### config.mk
export PLATFORM = sky130hd
export DESIGN_NAME = vga_sync
export DESIGN_NICKNAME = d
export VERILOG_FILES = /design/src/vga_pkg.sv /design/src/vga_sync.sv
export SDC_FILE = /design/constraint.sdc
export NUM_CORES = 1
export LEC_CHECK = 0
export BUFFER_PORTS_ARGS = -buffer_cell sky130_fd_sc_hd__buf_2
export CORE_MARGIN = 5
export CORE_UTILIZATION = 52
export CTS_CLUSTER_DIAMETER = 150
export DETAILED_ROUTE_END_ITERATION = 8
export PLACE_DENSITY = 0.81
export SETUP_SLACK_MARGIN = 0.5
export SLEW_MARGIN = 10
export SYNTH_ARGS = -nofsm -noshare
export SYNTH_HDL_FRONTEND = slang
export SYNTH_SLANG_ARGS = --single-unit
### constraint.sdc
create_clock -name rst -period 2.6 [get_ports rst]
set_clock_uncertainty 0.2 [all_clocks]
set_input_delay 0.52 -clock rst [delete_from_list [all_inputs] [get_ports rst]]
set_output_delay 0.52 -clock rst [all_outputs]
set_load 0.05 [all_outputs]
### src/vga_pkg.sv
// shared types for the vga output subsystem
// channel, pixel, raster coordinate, buffer address and apb vectors
// counter phase enum for the sync generator

package vga_pkg;

  typedef logic [3:0]  color_t;     // one rgb444 channel
  typedef logic [11:0] pixel_t;     // red in 11:8, green 7:4, blue 3:0
  typedef logic [9:0]  coord_t;     // raster column or row
  typedef logic [12:0] fb_addr_t;   // 80x60 = 4800 words
  typedef logic [3:0]  apb_addr_t;  // register offset
  typedef logic [31:0] apb_data_t;

  // phases of a horizontal or vertical counter
  typedef enum logic [1:0] {
    PH_ACTIVE,
    PH_FRONT,
    PH_SYNC,
    PH_BACK
  } sync_phase_t;

endpackage

### src/vga_sync.sv
// 640x480 raster timing
// pixel enable divider, column and row counters
// registered hsync, vsync and visible flag

`timescale 1ns/1ps

module vga_sync #(
  parameter int c_pxl_div = 2
) (
  input  logic            rst,
  input  logic            clk,
  output logic            new_pxl,
  output logic            visible,
  output logic            hsync,
  output logic            vsync,
  output vga_pkg::coord_t col,
  output vga_pkg::coord_t row
);
  import vga_pkg::*;

  // phase start points, horizontal
  localparam coord_t c_h_fp_beg   = 10'd640;
  localparam coord_t c_h_sync_beg = 10'd656;
  localparam coord_t c_h_bp_beg   = 10'd752;
  localparam coord_t c_h_last     = 10'd799;
  // vertical
  localparam coord_t c_v_fp_beg   = 10'd480;
  localparam coord_t c_v_sync_beg = 10'd490;
  localparam coord_t c_v_bp_beg   = 10'd492;
  localparam coord_t c_v_last     = 10'd524;

  localparam int c_div_w = (c_pxl_div > 1) ? $clog2(c_pxl_div) : 1;

  logic [c_div_w-1:0] div_cnt;
  coord_t             col_nxt;
  coord_t             row_nxt;
  sync_phase_t        h_phase;
  sync_phase_t        v_phase;

  function automatic sync_phase_t phase_of(coord_t cnt, coord_t fp_beg, coord_t sync_beg,
                                           coord_t bp_beg);
    if (cnt < fp_beg)
      return PH_ACTIVE;
    else if (cnt < sync_beg)
      return PH_FRONT;
    else if (cnt < bp_beg)
      return PH_SYNC;
    else
      return PH_BACK;
  endfunction

  always_ff @(posedge rst or posedge clk) begin
    if (clk)
      div_cnt <= '0;
    else if (new_pxl)
      div_cnt <= '0;
    else
      div_cnt <= div_cnt + 1'b1;
  end

  assign new_pxl = (div_cnt == c_div_w'(c_pxl_div - 1)); // last clock of the pixel

  // next position, row steps when the line wraps
  assign col_nxt = (col == c_h_last) ? '0 : col + 1'b1;
  assign row_nxt = (col != c_h_last) ? row : (row == c_v_last) ? '0 : row + 1'b1;

  assign h_phase = phase_of(col_nxt, c_h_fp_beg, c_h_sync_beg, c_h_bp_beg);
  assign v_phase = phase_of(row_nxt, c_v_fp_beg, c_v_sync_beg, c_v_bp_beg);

  always_ff @(posedge rst or posedge clk) begin
    if (clk) begin
      col     <= '0;
      row     <= '0;
      hsync   <= 1'b1;
      vsync   <= 1'b1;
      visible <= 1'b0;
    end else if (new_pxl) begin
      col     <= col_nxt;
      row     <= row_nxt;
      hsync   <= (h_phase != PH_SYNC);  // active low
      vsync   <= (v_phase != PH_SYNC);
      visible <= (h_phase == PH_ACTIVE) && (v_phase == PH_ACTIVE);
    end
  end

endmodule

* Word level (Yosys, flattened, before mapping)
Cells that the tools add are included.
Word-level totals: bits in registers 24, latch bits 0, memory bits (writable) 0, bits in read-only memories 0, input bits 2, logic and storage cells 33, memories kept 0
Cells by class: add/subtract/negate cells 3, multipliers 0, div/mod/pow operators 0, $lt $le $gt $ge 6, eq/ne operators 5, shifts and indexed selects 0, mux-type cells 10, bitwise logic cells 0, reductions and logical operators 3
Operator list (count):
- $lt A10 B10 Y1 const B | 3
- $lt A10 B9 Y1 const B | 3
- $mux W10 | 3
- $add A10 B1 Y10 const B | 2
- $eq A10 B10 Y1 const B | 2
- $ne A10 B10 Y1 const B | 1
- $mux W2 | 4
- $logic_not A2 Y1 | 2
- $ne A2 B2 Y1 const B | 2
- $mux W1 | 3
- $add A1 B1 Y1 const B | 1
- $logic_and A1 B1 Y1 | 1

* Depth between registers and ports, before layout
depth in word-level cells 9, depth in mapped cells 7, mapped depth without buffers 7

* Least setup slack after synthesis
OpenSTA, ideal clock, no wires.
kind register -> register, start reg col[0], end reg row[8], arrival 2.118 ns, path slack 0.139 ns, cell stages (with the launch flop) 8, cell sequence dfrtp_1 -> ha_1 -> buf_2 -> and4_2 -> nand3_1 -> nor2_1 -> nand4_1 -> xnor2_1
Between the ends: word-level cells in the longest chain between the ends 2
Ends and longest elaborated chain:
- start: declaration | line vga_sync.sv:16 | output vga_pkg::coord_t col,
- start signal: assignment | line vga_sync.sv:78 | col <= col_nxt;
- $ne A10 B10 Y1 | line vga_sync.sv:65 | assign row_nxt = (col != c_h_last) ? row : (row == c_v_last) ? '0 : row + 1'b1;
- $mux W10 | line vga_sync.sv:65
- end signal: assignment | line vga_sync.sv:79 | row <= row_nxt;
- end: declaration | line vga_sync.sv:17 | output vga_pkg::coord_t row
No other way between the ends. A chain may end at the register's enable or synchronous reset.

* Worst setup path after layout
start reg col[5], end reg vsync
Between the ends: word-level cells in the longest chain between the ends 7, elaborated cells on any way between the ends 9
Ends and longest elaborated chain:
- $ne A10 B10 Y1 (*) | line vga_sync.sv:65
- $mux W10 (*) | line vga_sync.sv:65
- $lt A10 B9 Y1 | line vga_sync.sv:46 | else if (cnt < bp_beg)
- $mux W1 | line vga_sync.sv:46
- $mux W2 | line vga_sync.sv:44 | else if (cnt < sync_beg)
- $mux W2 (*) | line vga_sync.sv:42 | if (cnt < fp_beg)
- $ne A2 B2 Y1 (*) | line vga_sync.sv:81 | vsync <= (v_phase != PH_SYNC);
- end signal: assignment | line vga_sync.sv:81
- end: declaration | line vga_sync.sv:15 | output logic vsync,
Mark *: on every way between the ends. The rest lies on a longest branch, timed or not.

==> impl_results.md <==
* Average wire per cell in the routed design at 15.4 um
* Number of antenna violations at the first check in global routing at 0
* Max Clk Rate at 479 MHz
* Mapped Area at roughly 1700 um2
* Time the worst path needs with I/O delays and setup at around 2100 ps
* Total of fill cells in the finished design at around 270
* Slew of the pin with the lowest slew margin at approximately 440 ps
* RSZ-0062 raised after global routing: true
* Worst path setup slack after routing at roughly 500 ps
* Floorplan core area at slightly above 3000 um2
* Total design power at between 500 and 600 uW
* Arrival @ worst endpoint at around 2100 ps
* Antenna violation net count after detailed routing at 0
* Number of hold buffers added after cts at 0
* Count of final max-slew check failures at 0
* Total DRC errors in the routed layout at 0
* Global-route usage over all layers at between 10% and 20%
* Largest fanout of any net on the critical path at 8
* Final setup violating endpoints at 0
* Synth warn at 0
* Synth Register Bits at 24
* Standard-cell row count at 20
* Vias per std cell at 6.02
* CTS Sinks at 24
* Number of max-cap violations at 0
* Status: completed
* Crit. End Element: flop
* Final hold violations at 0
* Final Routed Wirelength at 4.29 mm
* Via count at about 1700
* CTS H-tree lvls at 1
* Syn Nets at 195
* Tightest slew margin relative to the limit at between 70% and 80%
* Mapped Cells at 190
* Total power density per cell area at 273 nW/um2
* Data required, critical path at ~2700 ps
* Maximum root-to-sink buffer count at 2
* Post-route standard cell area excluding fillers at ~2100 um2
* CTS tree: yes
* Number of search-and-repair iterations in the first detailed-routing pass at 5
* Top flip-flop cell by instance count after synthesis: sky130_fd_sc_hd__dfrtp_1
* Count of cell types in the netlist at a little under 60
* Type of the worst min-delay path: input pin to async pin
* Total placed instance area at approximately 1900 um2
* Die Span X at 67.2 um
* Leakage power summed over all cells at roughly 0.9 nW
* Peak supply drop at 0.207 mV
* Vias in the first global route at approximately 1400
* Largest net degree at the start of global routing at 25
* Number of clock buffers inserted by TritonCTS at 3
* Final layout net count at 241
* Commonest non-fill, non-tap cell in the layout: sky130_fd_sc_hd__buf_4
* Setup total negative slack at 0 ps
* Most used cells in the layout excluding fill and tap cells: sky130_fd_sc_hd__buf_4, sky130_fd_sc_hd__buf_2, sky130_fd_sc_hd__dfrtp_2
* ANT cells at 0
* Category of the most critical setup path: flop to flop
* Final worst path period share at 80.3%
* Synth-to-layout area growth at 25.6%
* Synthesized area per cell at slightly below 9 um2
* CTS Root Cell: sky130_fd_sc_hd__clkbuf_4
* Port Buffers at 25
* Weighted congestion at the end of routability-driven global placement at between 0.8 and 0.9
* Total die area at 4510 um2
* Clock transition at path regs at roughly 130 ps
* Detailed Route Iter0 Violations at between 100 and 150
* Sequential cell area fraction in the yosys report at between 30% and 40%
* Placed wire-length estimate after detailed placement at approximately 2.7 mm
* Wire length of the first global-routing pass at ~6.4 mm
* Post-synth EDFFs at 0
* Asr flop ratio synth at 100%
* Total global routing overflow at 0
* Type of element launching the critical path: flop
* Height of the die at between 60 and 70 um
* Setup WS pre-CTS at between 400 and 500 ps
* Layout cell share with drive strength beyond 1 at ~46%
* Clock latency at the later pin of the worst-skew pair at ~320 ps
* Starting Density at 54.8%
* Number of primary I/O pins at 26
==> report_power, final <==
part,switching [mW],internal (mW),leakage (nW)
registers,0,0.373,0.281
logic,0.00714,0.00164,0.605
clock network,0.115,0.0858,0.0210
==> timing repair <==
| action | 4_1_cts | 5_1_grt |
|---|---|---|
| cloned | 0 | 0 |
| gates resized for setup | 1 | 7 |
| pin swaps | 2 | 5 |
| buffers inserted | 5 | 22 |
| setup endpoints to repair | 2 | 7 |
==> cell usage after synthesis (3+ instances only) <==
cell | count | share of area, %
sky130_fd_sc_hd__a21boi_0 | 3 | 1.3
sky130_fd_sc_hd__a21o_1 | 3 | 1.3
sky130_fd_sc_hd__a21oi_1 | 4 | 1.2
sky130_fd_sc_hd__a31oi_1 | 4 | 1.5
sky130_fd_sc_hd__buf_2 | 4 | 1.2
sky130_fd_sc_hd__buf_4 | 3 | 1.3
sky130_fd_sc_hd__buf_6 | 4 | 2.6
sky130_fd_sc_hd__dfrtp_1 | 22 | 32
sky130_fd_sc_hd__ha_1 | 3 | 2.2
sky130_fd_sc_hd__inv_1 | 12 | 2.6
sky130_fd_sc_hd__nand2_1 | 14 | 3.1
sky130_fd_sc_hd__nand2b_1 | 3 | 1.1
sky130_fd_sc_hd__nand3_1 | 17 | 5.0
sky130_fd_sc_hd__nand4_1 | 3 | 1.1
sky130_fd_sc_hd__nand4_2 | 3 | 2.2
sky130_fd_sc_hd__nor2_1 | 9 | 2.0
sky130_fd_sc_hd__nor3_1 | 8 | 2.4
sky130_fd_sc_hd__o21ai_0 | 14 | 4.1
sky130_fd_sc_hd__xnor2_1 | 8 | 4.1
==> cell families (layout without fill, tap and decap cells) <==
| kind of cell | after synthesis | after routing | synth area share (%) |
|---|---|---|---|
| AOI/OAI and AO/OA | 48 | 48 | 20.3 |
| buffers and inverters | 25 | 70 | 8.24 |
| DFF | 24 | 24 | 35.5 |
| muxes | 2 | 2 | 1.32 |
| adders and majority gates | 3 | 3 | 2.21 |
| and+or+nand+nor | 79 | 79 | 27.8 |
| xor gates and xnor gates | 9 | 9 | 4.64 |
==> stage by stage <==
stage	instances	hold WS, ps	utilization, %
4_1_cts	257	25.9	62.5
6_report	279	7.13	68.8
3_5_place_dp	248	291	60.1
5_1_grt	279	43.9	68.8
3_3_place_gp	248	290	60.1
2_1_floorplan	190	332	-
==> path summary, 6_finish.rpt <==
kind                       depth (start not counted)  slack [ps]          startpoint            endpoint
min reg2reg                                        2         300   vsync$_DFFE_PP1P_   vsync$_DFFE_PP1P_
max                                                6         510  col[5]$_DFFE_PP0P_   vsync$_DFFE_PP1P_
min                                                3           7                 clk  row[2]$_DFFE_PP0P_
min in group rst                                   2         300   vsync$_DFFE_PP1P_   vsync$_DFFE_PP1P_
max reg2reg                                        6         510  col[5]$_DFFE_PP0P_   vsync$_DFFE_PP1P_
max in group asynchronous                          3        1900                 clk   hsync$_DFFE_PP1P_
==> registers in the layout, summed over array words and instances, names as in the netlist <==
register / cells
col: 10
hsync: 1
new_pxl: 1
row: 10
visible: 1
vsync: 1
==> worst max-delay path, cell delays in order, from the launching register on <==
cell and delay, ps:
sky130_fd_sc_hd__dfrtp_2 490, sky130_fd_sc_hd__or3b_4 460, sky130_fd_sc_hd__nor3_4 260, sky130_fd_sc_hd__buf_4 160, sky130_fd_sc_hd__nand4_1 120, sky130_fd_sc_hd__a21oi_1 200, sky130_fd_sc_hd__a31oi_1 110
==> metal layers <==
metal | vias up | routed length, um | GRT usage (%)
met5 | - | 0 | 0
met4 | 0 | 80 | 6.84
met3 | 12 | 286 | 3.16
met2 | 86 | 2130 | 30.1
met1 | 797 | 1790 | 24.1
li1 | 785 | - | -
==> layout make-up <==
| type | instances | area, um2 | area share (%) |
|---|---|---|---|
| Sequential cell | 24 | 626 | 29.3 |
| Inverter | 12 | 45.0 | 2.11 |
| Clock buffer | 4 | 36.3 | 1.70 |
| Multi-Input combinational cell | 141 | 1030 | 48.3 |
| Timing Repair Buffer | 54 | 343 | 16.1 |
| Tap cell | 44 | 55.1 | 2.58 |
Note: power is estimated with default switching activity, not from simulation.
