<file path="config.mk">
export PLATFORM = sky130hd
export DESIGN_NAME = apb_regs
export DESIGN_NICKNAME = d
export VERILOG_FILES = /design/src/vga_pkg.sv /design/src/apb_regs.sv
export SDC_FILE = /design/constraint.sdc
export NUM_CORES = 1
export LEC_CHECK = 0
export ABC_AREA = 1
export BUFFER_PORTS_ARGS = -buffer_cell sky130_fd_sc_hd__buf_2
export CORE_AREA = 4 4 82 84
export CTS_BUF_LIST = sky130_fd_sc_hd__clkbuf_4
export DETAILED_ROUTE_END_ITERATION = 8
export DIE_AREA = 0 0 86 88
export PLACE_DENSITY = 0.86
export SYNTH_ARGS = -nofsm -noshare
export SYNTH_HDL_FRONTEND = slang
export SYNTH_SLANG_ARGS = --single-unit
export TNS_END_PERCENT = 10
</file>
<file path="constraint.sdc">
create_clock -name rst -period 2.1 [get_ports rst]
set_clock_uncertainty 0.15 [all_clocks]
set_input_delay 0.105 -clock rst [delete_from_list [all_inputs] [get_ports rst]]
set_output_delay 0.105 -clock rst [all_outputs]
set_load 0.01 [all_outputs]
</file>
<file path="src/vga_pkg.sv">
// shared types for the vga output subsystem
// channel, pixel, raster coordinate, buffer address and apb vectors
// counter phase enum for the sync generator

package vga_pkg;

  typedef logic [3:0]  color_t;     // one rgb444 channel
  typedef logic [11:0] pixel_t;     // red in 11:8, green 7:4, blue 3:0
  typedef logic [9:0]  coord_t;     // raster column or row
  typedef logic [12:0] fb_addr_t;   // 80x60 = 4800 words
  typedef logic [3:0]  apb_addr_t;  // register offset
  typedef logic [31:0] apb_data_t;

  // phases of a horizontal or vertical counter
  typedef enum logic [1:0] {
    PH_ACTIVE,
    PH_FRONT,
    PH_SYNC,
    PH_BACK
  } sync_phase_t;

endpackage

</file>
<file path="src/apb_regs.sv">
// apb slave for the display registers
// ctrl, auto-incrementing pixel address, pixel data port, frame counter
// drives the frame buffer write port

`timescale 1ns/1ps

module apb_regs #(
  parameter int c_depth = 4800
) (
  input  logic               rst,
  input  logic               clk,
  input  logic               psel,
  input  logic               penable,
  input  logic               pwrite,
  input  vga_pkg::apb_addr_t paddr,
  input  vga_pkg::apb_data_t pwdata,
  output vga_pkg::apb_data_t prdata,
  output logic               pready,
  output logic               pslverr,
  input  logic               vsync,
  output logic               rgbmode,
  output logic               testmode,
  output logic               fb_we,
  output vga_pkg::fb_addr_t  fb_waddr,
  output vga_pkg::pixel_t    fb_wdata
);
  import vga_pkg::*;

  localparam apb_addr_t c_reg_ctrl = 4'h0;
  localparam apb_addr_t c_reg_addr = 4'h4;
  localparam apb_addr_t c_reg_data = 4'h8;
  localparam apb_addr_t c_reg_stat = 4'hC;

  logic      access;
  logic      addr_ok;
  logic      wr;
  logic      vsync_d;
  fb_addr_t  pix_addr;
  apb_data_t frame_cnt;

  assign access = psel && penable;
  assign addr_ok = (paddr == c_reg_ctrl) || (paddr == c_reg_addr) ||
                   (paddr == c_reg_data) || (paddr == c_reg_stat);
  assign wr      = access && pwrite && addr_ok;
  assign pready  = 1'b1;                   // no wait states
  assign pslverr = access && !addr_ok;

  always_comb begin
    case (paddr)
      c_reg_ctrl: prdata = {30'd0, testmode, rgbmode};
      c_reg_addr: prdata = apb_data_t'(pix_addr);
      c_reg_stat: prdata = frame_cnt;
      default:    prdata = '0;             // data port reads as zero
    endcase
  end

  // buffer write in the access cycle of a data write
  assign fb_we    = wr && (paddr == c_reg_data);
  assign fb_waddr = pix_addr;
  assign fb_wdata = pwdata[11:0];

  always_ff @(posedge rst or posedge clk) begin
    if (clk) begin
      rgbmode  <= 1'b0;
      testmode <= 1'b0;
      pix_addr <= '0;
    end else if (wr) begin
      if (paddr == c_reg_ctrl) begin
        rgbmode  <= pwdata[0];
        testmode <= pwdata[1];
      end
      if (paddr == c_reg_addr)
        pix_addr <= pwdata[12:0];
      if (paddr == c_reg_data)
        pix_addr <= (pix_addr == fb_addr_t'(c_depth - 1)) ? '0 : pix_addr + 1'b1;
    end
  end

  // frame count on vsync falling edge
  always_ff @(posedge rst or posedge clk) begin
    if (clk) begin
      vsync_d   <= 1'b1;
      frame_cnt <= '0;
    end else begin
      vsync_d <= vsync;
      if (vsync_d && !vsync)
        frame_cnt <= frame_cnt + 1'b1;
    end
  end

endmodule

</file>
* Yosys cells after proc, flatten, opt, wreduce, memory -nomap -nowiden *
Index checks and enable logic that the tools add are counted.

operators by class
  multiplexer cells = 4
  equal/unequal tests = 4
  reduce and logical (&&, ||, !) cells = 15
  add/subtract/negate cells = 2

operators with widths
  operator                                                         count
  32-bit one-hot mux with 3 select lines                           1
  13-bit 2-to-1 mux                                                3
  32-bit by 1-bit adder with 32-bit output, second input constant  1
  13-bit by 1-bit adder with 13-bit output, second input constant  1
  13-bit == test, second input constant                            1
  4-bit == test, second input constant                             2
  1-bit logical AND                                                6
  4-bit by 3-bit == test with 1-bit output, second input constant  1
  4-bit logical NOT                                                1
  2-bit AND reduction                                              2
  1-bit logical OR                                                 3
  1-bit logical NOT                                                2
  2-bit nonzero test                                               1

word-level totals
  output and inout port bits = 62
  register bits = 48
  logic and storage cells = 30
  input bits = 42

* Longest topological paths before layout *
  depth after elaboration = 6
  depth in mapped cells = 10
  mapped depth without buffers = 10

* Worst setup path after synthesis *
Ideal clock, no wire load.

  path type = reg-to-reg
  from = register vsync_d
  to = register frame_cnt[30]
  stages on the path, launching flop included = 10
  required time = 1.834 ns
  data arrival time = 1.301 ns
  slack = 0.533 ns
  library setup time = 0.116 ns
  period minus slack after synthesis = 1.567 ns
  path through = dfstp_2 -> nand2_2 -> nor2_4 -> nand2_2 -> nor2_8 -> nand2_4 -> nor2_4 -> nand2_1 -> nand2_1 -> nand2_1

on the way
  word-level cells in the longest chain between the ends = 1

ends and longest elaborated chain
  item                      line            text
  start: declaration        apb_regs.sv:37  logic vsync_d;
  start signal: assignment  apb_regs.sv:85  vsync_d <= vsync;
  1-bit logical AND         apb_regs.sv:86  if (vsync_d && !vsync)
  end signal: assignment    apb_regs.sv:87  frame_cnt <= frame_cnt + 1'b1;
  end: declaration          apb_regs.sv:39  apb_data_t frame_cnt;

Every way passes these cells.
A chain may end at the register's enable or synchronous reset.

* Worst setup path in the final report *
  from = register pix_addr[0] (netlist: fb_waddr[0])
  to = register pix_addr[10] (netlist: fb_waddr[10])

on the way
  word-level cells in the longest chain between the ends = 3
  elaborated cells between the ends (all ways) = 4
  classes of those cells = add/sub: 1; eq/ne: 1; mux: 2

ends and longest elaborated chain
  item                                                                        line            text
  start: declaration                                                          apb_regs.sv:38  fb_addr_t pix_addr;
  start signal: assignment                                                    apb_regs.sv:73  pix_addr <= pwdata[12:0];
  start signal: assignment                                                    apb_regs.sv:75  pix_addr <= (pix_addr == fb_addr_t'(c_depth - 1)) ? '0 : pix_addr + 1'b1;
  13-bit by 1-bit adder with 13-bit output or 13-bit == test (tied branches)  apb_regs.sv:75
  13-bit 2-to-1 mux (*)                                                       apb_regs.sv:75
  13-bit 2-to-1 mux (*)                                                       apb_regs.sv:74  if (paddr == c_reg_data)

Mark *: on every way between the ends. The rest lies on a longest branch, timed or not.

==> results.txt <==
----------------------------------------------------
[GRT]
  Number of antenna violations at the first check in global routing ... 0
  Global-route wire length before repair ... 13400 um
  Overall track demand over capacity in global routing ... 22.0%
  Via count of the first global-routing pass ... 2944
  Largest net degree at the start of global routing ... 49
  Sum of overflow across all layers after global routing ... 0

[Worst setup path]
  First element of the critical path ... fb_waddr[0]
  Critical Path Slowest Stage Cell ... sky130_fd_sc_hd__dfrtp_1
  Critical path start-end classification ... flop to flop
  Largest fanout on the critical path ... 6
  Setup slack, reg-to-reg ... 300 ps
  Setup crit end kind ... flop
  Launching point of the worst reg2reg path ... fb_waddr[0]
  Critical path required time ... 2250 ps
  Dominant delay contributor by cell family on the critical path ... simple AND/OR/NAND/NOR gates
  WP data arrival ... 1950 ps
  CP startpoint kind ... flop
  Longest individual stage delay on the worst path ... 460 ps
  Crit Reg-Reg Endpoint ... fb_waddr[10]
  Cell-by-cell trace of the critical path ... ha_1 > nand2_1 > nor2_2 > nand2_1 > o21ai_0 > nand3_1 > a21oi_1
  Worst reg2reg path depth ... 7
  Buf/Inv on CP ... 0
  Crit path top cell by count ... sky130_fd_sc_hd__nand2_1

[Placement]
  Post-DP HPWL ... 5920 um
  Cell Area, Placed ... 0.00350 mm2
  Global placement routability congestion ... 0.927
  IO Port Bufs ... 83
  Worst slack after detailed placement ... 381 ps
  Placed cells ... 550

[STA]
  Setup tns final ... 0 ps
  Pins Over Slew Limit ... 0
  Max-Slew Margin vs Limit ... 58.2%
  Maximum operating frequency ... 0.555 GHz
  Unrepaired setup endpoints after global routing ... no
  Crit path time final ... 1800 ps
  Hold Violations, Final ... 0
  Number of setup violations in the final report ... 0
  Final hold slack ... 47.1 ps
  Final WS setup ... 299 ps
  Least-Margin Pin Slew ... 627 ps
  Part of the cycle the worst path needs ... 85.8%

[Yosys]
  Largest cells by area after synthesis ... sky130_fd_sc_hd__dfrtp_1 (38%), sky130_fd_sc_hd__nand2_1 (8.9%), sky130_fd_sc_hd__xor2_1 (7.7%), sky130_fd_sc_hd__nor2_1 (7.2%), sky130_fd_sc_hd__inv_1 (6.8%)
  Post-synthesis register bit count ... 48
  Sequential cell area fraction in the yosys report ... 39.0%
  Synth unique cells ... 37
  Proportion of register bits with asynchronous set or reset after synthesis ... 100%
  Netlist area before placement ... 0.00308 mm2
  Dominant cell by count in the synthesized netlist ... sky130_fd_sc_hd__nand2_1
  Most common flop cell mapped by yosys ... sky130_fd_sc_hd__dfrtp_1
  Commonest cells in the synthesized netlist ... sky130_fd_sc_hd__nand2_1 (73), sky130_fd_sc_hd__nor2_1 (59), sky130_fd_sc_hd__inv_1 (56)
  Synthesis warning total ... 0
  Gate count of the mapped netlist ... 406
  Syn Nets ... 450
  Library cell with the largest summed area after synthesis ... sky130_fd_sc_hd__dfrtp_1
  Number of flops mapped to enable cells by yosys ... 0
  Share of Yosys cell area claimed by the top area cell type ... 38.2%
  Avg Cell Area, Syn ... 7.59 um2

[Floorplanning]
  Vertical die dimension ... 88 um
  Die area ... 0.00757 mm2
  Core area ... 0.00592 mm2
  Row count ... 28
  Die X ... 86 um
  Effective utilization at floorplan ... 52.0%
  # IOs ... 104

[Clock tree]
  Total clock buffers created by CTS ... 5
  Clk sinks ... 48
  Latest clock arrival within the worst-skew pair ... 380 ps
  Setup Fix Bufs, Post-CTS ... 0
  CTS tree ... done
  Maximum buffer depth of the clock tree ... 2
  Clock-pin transition on the worst setup and hold timing paths ... 150 ps
  Max H-tree Level ... 2
  Root Buffer Master ... sky130_fd_sc_hd__clkbuf_4
  Number of gates given a new drive strength after cts ... 0

[Run status]
  Status ... finished clean

[Power and ir drop]
  IR Drop Worst-Case VDD ... 0.376 mV
  Final Total Pwr ... 2.40 mW
  Static leakage ... 2.05 nW
  Power density normalized to cell area ... 642 mW/mm2

[Routing]
  Remaining antenna violation count after routing ... 0
  Vias ... 2990
  Drt pass-1 iters ... 5
  Drt drc ... 0
  Average wire length per cell after detail routing ... 13.6 um
  Average via count per standard cell ... 5.22
  Drt total wl ... 7770 um
  Initial DRC count ... 174

[Final layout]
  Fraction of the core area covered by cells at the end of the flow ... 63.0%
  Diodes inserted ... 0
  Area grow syn2layout ... 21.1%
  Final layout net count ... 541
  Design area ... 0.00373 mm2
  Final non-filler cell total ... 573
  Share of layout cells above drive strength 1 ... 25.9%

[Worst hold path]
  Worst Hold Path EP ... testmode
  Start point of the worst hold path ... penable
  Classification of the worst-slack hold path ... input port to flop
  Worst hold path stage count ... 5

[Run]
  Maxcap violations ... 0

----------------------------------------------------
==> report_power, final <==
group / total (mW) / switching [mW] / leakage (nW) / internal (mW)
Combinational: 0.590 / 0.346 / 1.44 / 0.244
Sequential: 1.23 / 0.178 / 0.569 / 1.05
Clock: 0.580 / 0.325 / 0.0418 / 0.255
==> placed cells by master (no fill, tap or decap), types with 3 or more instances in the layout <==
cell type / n
sky130_fd_sc_hd__clkbuf_4: 5
sky130_fd_sc_hd__xor2_1: 27
sky130_fd_sc_hd__buf_4: 5
sky130_fd_sc_hd__o21ai_0: 8
sky130_fd_sc_hd__nand2_1: 73
sky130_fd_sc_hd__nand4_1: 9
sky130_fd_sc_hd__nand3_1: 29
sky130_fd_sc_hd__nand2_2: 7
sky130_fd_sc_hd__buf_2: 83
sky130_fd_sc_hd__o22ai_1: 6
sky130_fd_sc_hd__nand3_2: 3
sky130_fd_sc_hd__inv_1: 55
sky130_fd_sc_hd__dlygate4sd3_1: 15
sky130_fd_sc_hd__nor3_1: 5
sky130_fd_sc_hd__inv_2: 6
sky130_fd_sc_hd__nor2_4: 5
sky130_fd_sc_hd__dfrtp_1: 47
sky130_fd_sc_hd__nor2_1: 59
sky130_fd_sc_hd__a21oi_1: 24
==> cell type report <==
class / instances / area [um2]
Sequential cell: 48 / 1200
Fill cell: 498 / 2190
Multi-Input combinational cell: 278 / 1520
Tap cell: 75 / 93.8
Timing Repair Buffer: 103 / 603
Clock inverter: 3 / 46.3
Inverter: 61 / 229
Clock buffer: 5 / 37.5
==> how the worst max path moves through the flow <==
| stage | to | slack [ps] | cells after the start |
|---|---|---|---|
| global route | fb_waddr[10] | 170 | 7 |
| CTS | frame_cnt[28] | 360 | 10 |
| floorplan | frame_cnt[30] | 530 | 9 |
| global placement | frame_cnt[30] | 420 | 10 |
| detailed placement | frame_cnt[28] | 380 | 10 |
| finish | fb_waddr[10] | 300 | 7 |
==> state kept, by name (all words and copies together) (netlist names) <==
register,cells
frame_cnt,32
fb_waddr,13
rgbmode,1
testmode,1
vsync_d,1
==> routing by layer <==
metal / routed length [um] / vias up / GRT usage, %
met5: 0 / - / 0
met4: 206 / 0 / 8.49
met3: 363 / 17 / 2.82
met2: 3980 / 106 / 38.5
met1: 3220 / 1414 / 27.7
li1: - / 1453 / -
==> worst reg2reg max path, stage by stage (launching register included) <==
cell and delay [ps]:
sky130_fd_sc_hd__dfrtp_1 460, sky130_fd_sc_hd__ha_1 240, sky130_fd_sc_hd__nand2_1 110, sky130_fd_sc_hd__nor2_2 240, sky130_fd_sc_hd__nand2_1 110, sky130_fd_sc_hd__o21ai_0 180
sky130_fd_sc_hd__nand3_1 100, sky130_fd_sc_hd__a21oi_1 150
==> cells by family after synthesis <==
group                    synth area share, %
buffers and inverters                   11.7
flip-flops                              39.0
multiplexers                           0.365
XOR/XNOR                                7.96
AND/OR/NAND/NOR                         31.6
other                                  0.122
adder cells (fa/ha/maj)                0.812
AO/OA/AOI/OAI                           8.49
==> timing repair <==
action | in CTS | in global routing
setup endpoints to repair | 0 | 0
hold buffers | 15 | 0
endpoints found under the hold margin | 64 | 0
Note: power is estimated with default switching activity, not from simulation.
