## src/vga_pkg.sv

```systemverilog
// shared types for the vga output subsystem
// channel, pixel, raster coordinate, buffer address and apb vectors
// counter phase enum for the sync generator

package vga_pkg;

  typedef logic [3:0]  color_t;     // one rgb444 channel
  typedef logic [11:0] pixel_t;     // red in 11:8, green 7:4, blue 3:0
  typedef logic [9:0]  coord_t;     // raster column or row
  typedef logic [12:0] fb_addr_t;   // 80x60 = 4800 words
  typedef logic [3:0]  apb_addr_t;  // register offset
  typedef logic [31:0] apb_data_t;

  // phases of a horizontal or vertical counter
  typedef enum logic [1:0] {
    PH_ACTIVE,
    PH_FRONT,
    PH_SYNC,
    PH_BACK
  } sync_phase_t;

endpackage

```

## src/vga_display.sv

```systemverilog
// display pixel path
// frame buffer read addressing, guide lines at 1x 2x 4x image size
// mode glyph roms and the final colour mux

`timescale 1ns/1ps

module vga_display #(
  parameter int c_img_cols = 80,
  parameter int c_img_rows = 60
) (
  input  logic              rst,
  input  logic              clk,
  input  logic              visible,
  input  logic              new_pxl,
  input  logic              rgbmode,
  input  logic              testmode,
  input  vga_pkg::coord_t   col,
  input  vga_pkg::coord_t   row,
  input  vga_pkg::pixel_t   frame_pixel,
  output vga_pkg::fb_addr_t frame_addr,
  output vga_pkg::color_t   vga_red,
  output vga_pkg::color_t   vga_green,
  output vga_pkg::color_t   vga_blue
);
  import vga_pkg::*;

  localparam coord_t c_cols = coord_t'(c_img_cols);
  localparam coord_t c_rows = coord_t'(c_img_rows);

  logic       in_img;
  logic [2:0] char_col;
  logic [7:0] glyph_rgb;
  logic [7:0] glyph_test;

  assign in_img   = (col < c_cols) && (row < c_rows);
  assign char_col = col[2:0];

  // R when colour, Y when grey
  always_comb begin
    case ({~rgbmode, row[2:0]})
      4'h0: glyph_rgb = 8'b11111100;
      4'h1: glyph_rgb = 8'b10000010;
      4'h2: glyph_rgb = 8'b10000010;
      4'h3: glyph_rgb = 8'b11111100;
      4'h4: glyph_rgb = 8'b10001000;
      4'h5: glyph_rgb = 8'b10000100;
      4'h6: glyph_rgb = 8'b10000010;
      4'h8: glyph_rgb = 8'b10000010;
      4'h9: glyph_rgb = 8'b01000100;
      4'hA: glyph_rgb = 8'b00111000;
      4'hB, 4'hC, 4'hD, 4'hE: glyph_rgb = 8'b00010000;
      default: glyph_rgb = 8'b00000000; // blank last line
    endcase
  end

  // N normal, T test
  always_comb begin
    case ({testmode, row[2:0]})
      4'h0: glyph_test = 8'b10000010;
      4'h1: glyph_test = 8'b11000010;
      4'h2: glyph_test = 8'b10100010;
      4'h3: glyph_test = 8'b10010010;
      4'h4: glyph_test = 8'b10001010;
      4'h5: glyph_test = 8'b10000110;
      4'h6: glyph_test = 8'b10000010;
      4'h8: glyph_test = 8'b11111110;
      4'h9, 4'hA, 4'hB, 4'hC, 4'hD, 4'hE: glyph_test = 8'b00010000;
      default: glyph_test = 8'b00000000;
    endcase
  end

  // read address follows the raster, one step per image pixel
  always_ff @(posedge rst or posedge clk) begin
    if (clk)
      frame_addr <= '0;
    else if (row >= c_rows)
      frame_addr <= '0;
    else if ((col < c_cols) && new_pxl)
      frame_addr <= frame_addr + 1'b1;
  end

  always_comb begin
    {vga_red, vga_green, vga_blue} = 12'h000;
    if (visible) begin
      if (in_img) begin
        if (rgbmode)
          {vga_red, vga_green, vga_blue} = frame_pixel;
        else
          {vga_red, vga_green, vga_blue} = {3{frame_pixel[7:4]}}; // grey from green nibble
      end else if ((col == c_cols) || (row == c_rows))
        {vga_red, vga_green, vga_blue} = 12'h088;  // cyan
      else if ((col == 2 * c_cols) || (row == 2 * c_rows))
        {vga_red, vga_green, vga_blue} = 12'h880;  // yellow
      else if ((col == 4 * c_cols) || (row == 4 * c_rows))
        {vga_red, vga_green, vga_blue} = 12'h808;  // magenta
      else if ((row >= 10'd256) && (row < 10'd264)) begin
        if ((col >= 10'd8) && (col < 10'd16) && glyph_rgb[7 - char_col])
          {vga_red, vga_green, vga_blue} = 12'hFFF;
        else if ((col >= 10'd16) && (col < 10'd24) && glyph_test[7 - char_col])
          {vga_red, vga_green, vga_blue} = 12'hFFF;
      end
    end
  end

endmodule

```

## config.mk

```make
export PLATFORM = sky130hd
export DESIGN_NAME = vga_display
export DESIGN_NICKNAME = d
export VERILOG_FILES = /design/src/vga_pkg.sv /design/src/vga_display.sv
export SDC_FILE = /design/constraint.sdc
export NUM_CORES = 1
export LEC_CHECK = 0
export BUFFER_PORTS_ARGS = -buffer_cell sky130_fd_sc_hd__buf_2
export CAP_MARGIN = 5
export CORE_ASPECT_RATIO = 1.2
export CORE_MARGIN = 8
export CORE_UTILIZATION = 50
export CTS_BUF_LIST = sky130_fd_sc_hd__clkbuf_4 sky130_fd_sc_hd__clkbuf_8
export DETAILED_ROUTE_END_ITERATION = 10
export GPL_TIMING_DRIVEN = 0
export PLACE_DENSITY_LB_ADDON = 0.2
export SETUP_SLACK_MARGIN = 0.05
export SYNTH_ARGS = -nofsm -noshare
export SYNTH_HDL_FRONTEND = slang
export SYNTH_SLANG_ARGS = --single-unit
```

## constraint.sdc

```tcl
create_clock -name rst -period 3.4 [get_ports rst]
set_input_delay 0.68 -clock rst [delete_from_list [all_inputs] [get_ports rst]]
set_output_delay 0.68 -clock rst [all_outputs]
set_load 0.01 [all_outputs]
```

# == Word-level counts from Yosys, hierarchy flattened ==
# Memory sizes are Yosys's and may differ from the RTL's.
# Index checks and enable logic that the tools add are counted.
# op_classes
n_addsub,2
order_cmp,10
n_eq_ne,6
n_mux,25
n_bitwise,1
reduce_logical,11
# op_table
op,count
4-bit two-way mux,19
"32-bit by 4-bit less-than comparator with 1-bit output, second input constant",1
13-bit two-way mux,2
"10-bit by 7-bit == test with 1-bit output, second input constant",2
"10-bit by 8-bit == test with 1-bit output, second input constant",2
"10-bit by 5-bit less-than comparator with 1-bit output, second input constant",2
"13-bit by 1-bit adder with 13-bit output, second input constant",1
"10-bit by 6-bit == test with 1-bit output, second input constant",1
"10-bit by 9-bit == test with 1-bit output, second input constant",1
"10-bit by 4-bit >= comparator with 1-bit output, second input constant",1
"10-bit by 5-bit >= comparator with 1-bit output, second input constant",1
"10-bit by 6-bit >= comparator with 1-bit output, second input constant",1
"10-bit by 9-bit >= comparator with 1-bit output, second input constant",1
"10-bit by 6-bit less-than comparator with 1-bit output, second input constant",1
"10-bit by 7-bit less-than comparator with 1-bit output, second input constant",1
"10-bit by 9-bit less-than comparator with 1-bit output, second input constant",1
1-bit logical AND,7
1-bit binary-select mux with 3-bit select,2
"3-bit by 3-bit subtractor with 4-bit output, first input constant",1
1-bit logical OR,3
1-bit two-way mux,2
2-bit nonzero test,1
1-bit NOT,1
# word_totals
regBits,13
romBits,224
in_bits,38
output_inout_bits,25
word_cells,58
memories,2
# memory_table
memory,depth,width,read_ports,rd_ports_with_merged_regs,write_ports,line_no,rtl
(no name shown),16,7,1,0,0,vga_display.sv:58,"case ({testmode, row[2:0]})"
(no name shown),16,7,1,0,0,vga_display.sv:40,"case ({~rgbmode, row[2:0]})"

# == Depth between registers and ports, before layout ==
# Gate-level depths: netlist (run 1).
# depth
word_depth,12
depth_mapped,8
ltp_nobuf,8

# == Worst setup path before layout (run 1) ==
# OpenSTA, ideal clock, no wires.
# synth_timing
path_type,input to output
from,in row[0]
to,out vga_blue[0]
arrival_time_ns,2.373
required_ns,2.720
slack_ns,0.347
path_stages,8
n_path_buf,0
cell_sequence,inv_1 ha_1 nand2b_2 a21oi_1 o211ai_1 a2111oi_2 a211oi_4 nor3b_2
# synth_via
elab_chain_len,12
word_cells_on_any_way,27
cone_classes,order compare: 3; eq/ne: 3; mux: 12; reduce/logical: 7; memory: 2
# synth_lines
item,line_no,rtl
start: declaration,vga_display.sv:18,"input vga_pkg::coord_t row,"
memory read 16 x 7 bit,-,
1-bit binary-select mux with 3-bit select,vga_display.sv:99,else if ((col >= 10'd16) && (col < 10'd24) && glyph_test[7 - char_col])
1-bit two-way mux (not written as such),vga_display.sv:99,
1-bit logical AND,vga_display.sv:99,
4-bit two-way mux,vga_display.sv:99,
4-bit two-way mux,vga_display.sv:97,if ((col >= 10'd8) && (col < 10'd16) && glyph_rgb[7 - char_col])
4-bit two-way mux,vga_display.sv:96,else if ((row >= 10'd256) && (row < 10'd264)) begin
4-bit two-way mux,vga_display.sv:94,else if ((col == 4 * c_cols) || (row == 4 * c_rows))
4-bit two-way mux,vga_display.sv:92,else if ((col == 2 * c_cols) || (row == 2 * c_rows))
4-bit two-way mux,vga_display.sv:90,end else if ((col == c_cols) || (row == c_rows))
4-bit two-way mux *,vga_display.sv:85,if (in_img) begin
4-bit two-way mux *,vga_display.sv:84,if (visible) begin
end: declaration,vga_display.sv:23,output vga_pkg::color_t vga_blue
# Mark *: on every way between the ends. The rest lies on a longest branch, timed or not. The select of a mux whose other input is x is not followed.

# == Final worst setup path (run 1) ==
# layout_timing
from,in row[0]
to,out vga_blue[2]
# The elaborated chain is that of the path after synthesis.

==> impl_metrics.ini, run 1 <==
[layout]
final-seq-area_um2 = 325.3
multiInputGateArea_um2 = 1175
design_area_um2 = 2046
nets = 310
area_growth_pct = 30.07
diodes = 0
drive_gt1_share_pct = 37.36
reg.largest.list = frame_addr x13
regMostFlops = frame_addr
largest_reg_flops = 13
n_fill_cell = 298

[setup_path]
cp.required_ns = 2.72
worst_setup_path_start_kind = input port
cp_max_fo = 5
worstSetupEndpointType = primary output
crit_arrival_ns = 2.61
path_class = input port to primary output

[pwr]
powerDensity_nw_per_um2 = 184.0
p_int_mw = 0.2599
seqPwrFrac_pct = 41.0
sw_frac_of_total_pct = 30.96
switchingPower_mw = 0.1166
clkPwrFrac_pct = 27.7
p_leak_nw = 0.9329
irDropWorstVdd_mv = 0.1469
combPwrFrac_pct = 31.3

[logic_synthesis]
ys_seq_elements = 13
synth_top_cell_by_area = dfrtp_1
synthMuxAreaShare_pct = 3.978
syn-num-nets = 245
syn_area_per_cell_um2 = 7.825
synthXorXnorAreaFrac_pct = 5.569
ys.flop_type = dfrtp_1
ys_async_sr_fraction_pct = 100.0
netlist.area_leader.share_pct = 20.68
yosys_warnings = 0
ys_top_cells_by_count = 26 x nor2_1, 19 x nand2_1, 13 x dfrtp_1
synthAdderAreaFrac_pct = 4.773
syn_area_um2 = 1573
syn_inst = 201
synth.most_common_cell = nor2_1
synth-compound-area-share_pct = 23.87
synth_cell_types = 55
synth_simple_gate_area_share_pct = 33.33
synth_edf_count = 0
ys_top_cells_by_area = dfrtp_1 21%, nor2_1 6.2%, xor2_1 5.0%, ha_1 4.8%, nand2_1 4.5%
yosysSeqAreaShare_pct = 20.68
synth_top_family_by_area = simple AND/OR/NAND/NOR gates

[clocking]
insertion_delay_ns = 0.28
clock_path_buffers = 2
cts-root-buf = clkbuf_4
cts_buffers = 3
htree_levels = 1
cts_num_sinks = 13
cts_tree = built
clkTransAtPathRegs_ns = 0.08
hold_buffers = 0

[route]
drt_iter0_drc = 70
post_drt_wl_per_cell_um = 14.73
firstDrtPassIters = 4
route.detailed.drc = 0
vias = 1697
ant_nets = 0
drt-total-wl_um = 4435
viasPerCell = 5.638

[place]
place.gp.congestion = 0.7967
place_area_um2 = 1903
place_hpwl_um = 3521
io_buffers = 57

[sta]
grt_setup_unrepaired = yes
finalSetupViolations = 0
slew_viol_final = 0
fmax_ghz = 0.3043
worst_hold_slack_ns = 0.4022
hold_viol_final = 0
fin_skew_ns = 0.003691
finalCritPeriodShare_pct = 96.64
fin_crit_ns = 3.286
tns_ns = 0
worst_slew_pin_slew_ns = 0.4966
slew-limit-headroom_pct = 66.62

[global_route]
grt_max_degree = 14
grt_util_met3_pct = 1.437
gr-total-overflow = 0
grt_pass1_wl_um = 7383
top_usage_layer = met2
global_route.usage.met2_pct = 33.27
grt_pass1_vias = 1730
antenna_found_initial = 0
track_usage_pct = 16.90
met1_usage_pct = 17.22

[floorplanning]
ios = 63
core_um2 = 3028
row_count = 22
start_util_pct = 51.94
dieArea_um2 = 5204
die_w_um = 67.20
die_h_um = 77.44

[run]
drv_cap = 0

[min_path]
hp-class = input port to async pin

[outcome]
outcome = complete, no violations
-- worst paths after layout --
path	start	end	slack (ns)	cells after the start
setup / recovery	row[0]	vga_blue[2]	0.11	11
hold / removal	clk	frame_addr[6]$_DFFE_PP0P_	0.40	2
setup reg to reg	frame_addr[3]$_DFFE_PP0P_	frame_addr[12]$_DFFE_PP0P_	1.66	6
hold reg to reg	frame_addr[12]$_DFFE_PP0P_	frame_addr[12]$_DFFE_PP0P_	0.54	2
max in group asynchronous	clk	frame_addr[12]$_DFFE_PP0P_	2.67	2
min in group rst	frame_addr[12]$_DFFE_PP0P_	frame_addr[12]$_DFFE_PP0P_	0.54	2
-- worst max-delay path: stages --
cell,delay [ns]
buf_4,0.13
inv_4,0.06
ha_4,0.20
nand2b_4,0.15
a21oi_2,0.16
o211ai_1,0.16
a2111oi_4,0.46
a211oi_4,0.14
buf_12,0.16
nor3b_2,0.15
buf_2,0.14
-- layer usage --
metal | part of all wire, % | routed length (µm)
met5 | 0 | 0
met2 | 57 | 2526
met1 | 37 | 1659
met3 | 4.2 | 186
met4 | 1.4 | 62
-- power groups by stage --
stage / Clock [mW] / Sequential, mW / Combinational, mW
after detailed placement: 0 / 0.158 / 0.107
after CTS: 0.106 / 0.154 / 0.110
final: 0.104 / 0.154 / 0.118
after global placement: 0 / 0.158 / 0.106
after global routing: 0.116 / 0.155 / 0.130
after floorplan: 0 / 0.158 / 0.0669
-- cell families after synthesis --
logic type	count (synthesis)
compound gates	51
buf+inv	22
fa+ha+maj	6
flops	13
xor+xnor	10
mux	6
simple gates	93
-- placed cells by master (no fill, tap or decap), types with 2 or more instances in the layout --
cell type / count
or3_1: 2
buf_6: 5
nor3_1: 5
a31oi_1: 5
inv_4: 2
nand4_1: 9
nand2b_4: 2
inv_1: 10
xor2_1: 9
clkbuf_4: 4
buf_2: 57
nand2_1: 19
dfrtp_1: 13
nor3b_2: 4
clkbuf_1: 2
ha_1: 4
nand3_1: 5
o21ai_1: 4
a311oi_2: 2
and3_1: 5
mux2_2: 2
nor2_1: 26
buf_4: 3
a211o_1: 2
o211ai_1: 5
o221ai_1: 2
nand2b_1: 4
a21oi_1: 9
mux2i_1: 4
o21ai_0: 7
-- layout make-up --
type                    instances  area share, %
plain buffers                   9          3.609
well taps                      36          2.202
flip-flops and latches         13          15.90
repair buffers                 60          16.76
clock buffers                   4          1.468
inverters                      13          2.630
multi-input cells             166          57.43
-- metrics by stage --
stage	std cells	utilization, %	setup slack, ns	power, mW
2_1_floorplan	201	-	0.3472	0.2245
3_3_place_gp	294	62.85	-0.001323	0.2637
5_1_grt	301	67.56	0.007068	0.4009
4_1_cts	299	65.21	0.05402	0.3711
3_5_place_dp	294	62.85	-0.02362	0.2647
6_report	301	67.56	0.1143	0.3765
-- repair_timing --
action,CTS,global route
cloned,0,1
pin swaps,2,8
resized for setup,3,12
setup endpoints to repair,9,12
setup buffers,1,1
(Power assumes the default switching activity.)
==> inputs of run 2 (changes only) <==
--- a/config.mk
+++ b/config.mk
@@ -5,13 +5,13 @@
 export SDC_FILE = /design/constraint.sdc
 export NUM_CORES = 1
 export LEC_CHECK = 0
-export BUFFER_PORTS_ARGS = -buffer_cell sky130_fd_sc_hd__buf_2
 export CAP_MARGIN = 5
 export CORE_ASPECT_RATIO = 1.2
 export CORE_MARGIN = 8
-export CORE_UTILIZATION = 50
+export CORE_UTILIZATION = 63
 export CTS_BUF_LIST = sky130_fd_sc_hd__clkbuf_4 sky130_fd_sc_hd__clkbuf_8
 export DETAILED_ROUTE_END_ITERATION = 10
+export DONT_BUFFER_PORTS = 1
 export GPL_TIMING_DRIVEN = 0
 export PLACE_DENSITY_LB_ADDON = 0.2
 export SETUP_SLACK_MARGIN = 0.05
==> run 2 against run 1 <==
Against the previous run:
- register-to-register slack worse by 0.12 ns
- sequential cell count stayed put
- maximum frequency is 0.80% higher
- critical endpoint is now vga_red[0]
- sequential share of layout area is 3.5 points higher
- global-route usage is 2.9 points higher
- first-iteration DRC count is 16% higher
- cell area is 18% lower
- clock power hardly changed
- critical path type unchanged
- non-clock buffer count is 59 lower
- count of clock-buffer cells in the layout stayed put
==> impl_metrics.ini, run 2 (synthesized netlist as in run 1, its figures left out) <==
[place]
place.gp.congestion = 0.8232
place_hpwl_um = 3548
placed_cells = 234
io_buffers = 0

[clocking]
hold_buffers = 0
cts-root-buf = clkbuf_4
clkTransAtPathRegs_ns = 0.07
htree_levels = 1
cts_buffers = 3
cts_tree = built
clock_path_buffers = 2
cts_num_sinks = 13
insertion_delay_ns = 0.28

[setup_path]
r2r-end = frame_addr[12]$_DFFE_PP0P_
worstPathCellList = inv_1 > ha_1 > nand3b_1 > o211a_1 > a211o_1 > a311oi_2 > a211oi_4 > buf_12 > nor3b_2
critPathMaxStageDelay_ns = 0.37
path_class = input port to primary output
cp_max_fo = 9
crit_arrival_ns = 2.58
worst_setup_path_start_kind = input port
cp.required_ns = 2.72
critPathBufInv = 2
r2r_slack_ns = 1.54
worstSetupEndpointType = primary output
r2r_cells = 6
crit-reg2reg-launch = frame_addr[3]$_DFFE_PP0P_
slowest_stage = a311oi_2
critPathTopFamily = compound AO/OA/AOI/OAI gates

[route]
vias = 1571
drt_iter0_drc = 81
ant_nets = 0
route.detailed.drc = 0
firstDrtPassIters = 4
viasPerCell = 6.573
drt-total-wl_um = 4328
post_drt_wl_per_cell_um = 18.11

[floorplanning]
start_util_pct = 64.13
die_w_um = 61.61
die_h_um = 70.74
core_um2 = 2452
ios = 63
dieArea_um2 = 4358
row_count = 20

[sta]
fin_crit_ns = 3.260
tns_ns = 0
finalSetupViolations = 0
worst_slew_pin_slew_ns = 0.5118
slew-limit-headroom_pct = 65.60
grt_setup_unrepaired = yes
hold_viol_final = 0
worst_hold_slack_ns = 0.3024
fmax_ghz = 0.3068
slew_viol_final = 0
finalCritPeriodShare_pct = 95.87
fin_skew_ns = 0.001890

[layout]
n_fill_cell = 237
largest_reg_flops = 13
regMostFlops = frame_addr
reg.largest.list = frame_addr x13
drive_gt1_share_pct = 16.02
most-common-layout-cells = 26 x nor2_1, 19 x nand2_1, 13 x dfrtp_1
diodes = 0
finish.utilization_pct = 68.37
area_growth_pct = 6.603
layout_commonest_cell = nor2_1
post_layout_nonfiller_instances = 239
nets = 251

[global_route]
track_usage_pct = 19.82
gr-total-overflow = 0
grt_max_degree = 14
grt_pass1_wl_um = 6872
antenna_found_initial = 0
grt_pass1_vias = 1614

[pwr]
p_leak_nw = 0.6386
powerDensity_nw_per_um2 = 203.0
irDropWorstVdd_mv = 0.1604
power_mw = 0.3403

[outcome]
outcome = complete, no violations

[min_path]
hp-class = input port to async pin

[run]
drv_cap = 0
## run 2: cell types whose count changed in the layout (fill, tap and decap cells not counted), sizes merged
cell	change
buf	-58
clkbuf	-1
## run 2: stage by stage
stage	setup WS (ns)	area [µm²]
floorplan	0.3472	1573
detailed placement	0.1045	1614
global route	0.01091	1677
global placement	0.1978	1614
CTS	0.1041	1644
finish	0.1404	1677
## run 2: how the worst max path moves through the flow
stage,slack (ns),start,endpoint,cells past startpoint
after floorplan,0.35,row[0],vga_blue[0],8
after global placement,0.20,row[0],vga_blue[0],8
after detailed placement,0.10,row[1],vga_red[3],8
after CTS,0.10,row[1],vga_red[3],8
after global routing,0.01,row[1],vga_blue[0],9
final,0.14,row[1],vga_red[0],9
## run 2: power by group
part	switching [mW]	internal [mW]	total (mW)
Sequential	0.0000586	0.154	0.155
Combinational	0.0477	0.0346	0.0823
Clock	0.0500	0.0536	0.104
## run 2: layout make-up
cell class	count	area, µm²	area share, %
clock buffers	4	30.03	1.791
inverters	13	48.80	2.910
flip-flops and latches	13	325.3	19.40
multi-input cells	166	1137	67.84
well taps	33	41.29	2.463
repair buffers	1	20.02	1.194
plain buffers	9	73.82	4.403
## run 2: routing by layer
layer / vias up / GRT usage (%) / part of all wire [%]
met1: 771 / 16.90 / 34
li1: 745 / - / -
met3: 12 / 5.082 / 5.5
met5: - / 0 / 0
met4: 0 / 11.42 / 2.5
met2: 43 / 37.83 / 58
## run 2: timing repair
action | in CTS | in global routing
endpoints found under the setup margin | 0 | 11
gates resized for setup | 0 | 1
setup buffers | 0 | 1
## run 2: worst register-to-register path, delay by kind of cell (launching register included)
family,cells,cell delay [ns]
AOI/OAI and AO/OA,1,0.34
xor gates and xnor gates,1,0.18
DFF,1,0.49
and+or+nand+nor,4,0.71
==> inputs of run 3 (changes only) <==
--- a/config.mk
+++ b/config.mk
@@ -5,6 +5,7 @@
 export SDC_FILE = /design/constraint.sdc
 export NUM_CORES = 1
 export LEC_CHECK = 0
+export ABC_AREA = 1
 export CAP_MARGIN = 5
 export CORE_ASPECT_RATIO = 1.2
 export CORE_MARGIN = 8
==> run 3 against run 2 <==
Against the previous run:
- sequential power about the same
- combinational power down 12%
- largest power group unchanged
- largest cell class unchanged
- setup slack improved by 0.43 ns
- synthesized cell count grew 21%
==> impl_metrics.ini, run 3 <==
[run]
drv_cap = 0

[setup_path]
critPathBufInv = 2
crit_top_cell = nand2_2
critPathTopFamily = simple AND/OR/NAND/NOR gates
worst_setup_path_start_kind = input port
cp.required_ns = 2.72
worstPathCellList = inv_1 > ha_1 > inv_1 > nand2_2 > nand2_2 > nand2_1 > nor2_1 > nor2_1 > a21oi_2 > nand2_1 > nand2_1 > nand2_2 > nand2_2 > nand2_4 > a21oi_1
r2r_cells = 10
critPathMaxStageDelay_ns = 0.28
r2r_slack_ns = 1.56
crit_arrival_ns = 2.15
worstSetupEndpointType = primary output
path_class = input port to primary output
slowest_stage = ha_1
crit_cells = 15
cp_max_fo = 9

[pwr]
clkPwrFrac_pct = 31.6
switchingPower_mw = 0.09705
p_int_mw = 0.2345
seqPwrFrac_pct = 46.6
irDropWorstVdd_mv = 0.2400
p_leak_nw = 0.8217
powerDensity_nw_per_um2 = 208.3
sw_frac_of_total_pct = 29.27
combPwrFrac_pct = 21.8

[clocking]
cts_num_sinks = 13
htree_levels = 1
post_cts_resize_count = 0
hold_buffers = 0
cts_tree = built
cts_buffers = 3
post_cts_buffers = 0
clkTransAtPathRegs_ns = 0.08
clock_path_buffers = 2
cts-root-buf = clkbuf_4
insertion_delay_ns = 0.28

[layout]
largest_reg_flops = 13
diodes = 0
most-common-layout-cells = 61 x nand2_1, 33 x inv_1, 29 x nor2_1
regMostFlops = frame_addr
drive_gt1_share_pct = 12.50
reg.largest.list = frame_addr x13
finish.utilization_pct = 69.74
area_growth_pct = 4.520
nets = 293
layout_commonest_cell = nand2_1

[floorplanning]
row_count = 19
die_h_um = 69.86
core_um2 = 2282
dieArea_um2 = 4253
die_w_um = 60.88
start_util_pct = 66.72
ios = 63

[global_route]
grt_pass1_wl_um = 6389
grt_max_degree = 14
antenna_found_initial = 0
gr-total-overflow = 0
track_usage_pct = 18.62
grt_pass1_vias = 1521

[logic_synthesis]
synth_edf_count = 0
synth_cell_types = 33
netlist.area_leader.share_pct = 21.36
synthXorXnorAreaFrac_pct = 0.5752
synth.most_common_cell = nand2_1
synth_top_cell_by_area = dfrtp_1
syn_inst = 244
synthMuxAreaShare_pct = 0
yosysSeqAreaShare_pct = 21.36
synth-compound-area-share_pct = 15.94
synth_top_family_by_area = simple AND/OR/NAND/NOR gates
ys_async_sr_fraction_pct = 100.0
ys_top_cells_by_count = 61 x nand2_1, 33 x inv_1, 29 x nor2_1
yosys_warnings = 0
ys.flop_type = dfrtp_1
synthAdderAreaFrac_pct = 4.930
syn_area_per_cell_um2 = 6.241
synth_simple_gate_area_share_pct = 46.34
ys_seq_elements = 13
syn-num-nets = 288
ys_top_cells_by_area = dfrtp_1 21%, nand2_1 15%, inv_1 8.1%, nand3_1 7.2%, nor2_1 7.1%
syn_area_um2 = 1523

[sta]
tns_ns = 0
fin_skew_ns = 0.002478
worst_slew_pin_slew_ns = 0.5028
slew_viol_final = 0
slew-limit-headroom_pct = 66.44
finalCritPeriodShare_pct = 83.17
hold_viol_final = 0
grt_setup_unrepaired = no
fmax_ghz = 0.3536
fin_crit_ns = 2.828
finalSetupViolations = 0

[route]
drt_iter0_drc = 67
route.detailed.drc = 0
viasPerCell = 5.513
post_drt_wl_per_cell_um = 13.78
vias = 1538
drt-total-wl_um = 3845
firstDrtPassIters = 4
ant_nets = 0

[min_path]
hp-class = input port to async pin

[place]
place.gp.congestion = 0.8190
io_buffers = 0
place_hpwl_um = 3231

[outcome]
outcome = complete, no violations
## run 3: final timing paths
path | end | start
worst max-delay path | vga_blue[0] | row[0]
worst min-delay path | frame_addr[5]$_DFFE_PP0P_ | clk
worst max register to register | frame_addr[12]$_DFFE_PP0P_ | frame_addr[0]$_DFFE_PP0P_
worst min register to register | frame_addr[3]$_DFFE_PP0P_ | frame_addr[3]$_DFFE_PP0P_
max in group asynchronous | frame_addr[9]$_DFFE_PP0P_ | clk
min in group rst | frame_addr[3]$_DFFE_PP0P_ | frame_addr[3]$_DFFE_PP0P_
## run 3: layout make-up
class	instances	area [µm²]
Buffer	4	26.28
Multi-Input combinational cell	192	1032
Inverter	35	138.9
Tap cell	31	38.79
Fill cell	236	690.7
Clock buffer	4	30.03
Sequential cell	13	325.3
## run 3: worst reg2reg max path, delay by kind of cell, from the launching register on
| kind | cells | cell delay [ns] |
|---|---|---|
| AOI/OAI and AO/OA | 2 | 0.17 |
| adders and majority gates | 1 | 0.21 |
| buffers and inverters | 1 | 0.07 |
| DFF | 1 | 0.47 |
| and+or+nand+nor | 6 | 0.81 |
## run 3: per-layer routing
layer,routed length (µm),share of wire (%),track usage (%),vias to the layer above
met4,48,1.2,5.714,0
met2,2102,55,35.10,31
li1,-,-,-,808
met1,1430,37,18.78,695
met3,263,6.8,4.212,4
met5,0,0,0,-
## run 3: power groups by stage
| stage | clock, mW | sequential (mW) | combinational, mW |
|---|---|---|---|
| detailed placement | 0 | 0.158 | 0.0723 |
| CTS | 0.106 | 0.155 | 0.0726 |
| global placement | 0 | 0.158 | 0.0714 |
| finish | 0.105 | 0.155 | 0.0722 |
| global route | 0.112 | 0.155 | 0.0839 |
| floorplan | 0 | 0.158 | 0.0614 |
## run 3: cells by family after synthesis
| logic type | after synthesis |
|---|---|
| adders and majority gates | 6 |
| AOI/OAI and AO/OA | 41 |
| buffers and inverters | 39 |
| DFF | 13 |
| and+or+nand+nor | 144 |
| xor gates and xnor gates | 1 |
## run 3: stage by stage
| step | cells | power [mW] | hold slack [ns] | setup slack (ns) | cell area [µm²] |
|---|---|---|---|---|---|
| after detailed placement | 275 | 0.2300 | 0.5759 | 0.5700 | 1562 |
| after floorplan | 244 | 0.2190 | 0.5322 | 0.7342 | 1523 |
| final | 279 | 0.3316 | 0.3079 | 0.5723 | 1592 |
| after global placement | 275 | 0.2290 | 0.5688 | 0.6011 | 1562 |
| after global routing | 279 | 0.3503 | 0.3460 | 0.3105 | 1592 |
| after CTS | 279 | 0.3334 | 0.3141 | 0.5678 | 1592 |
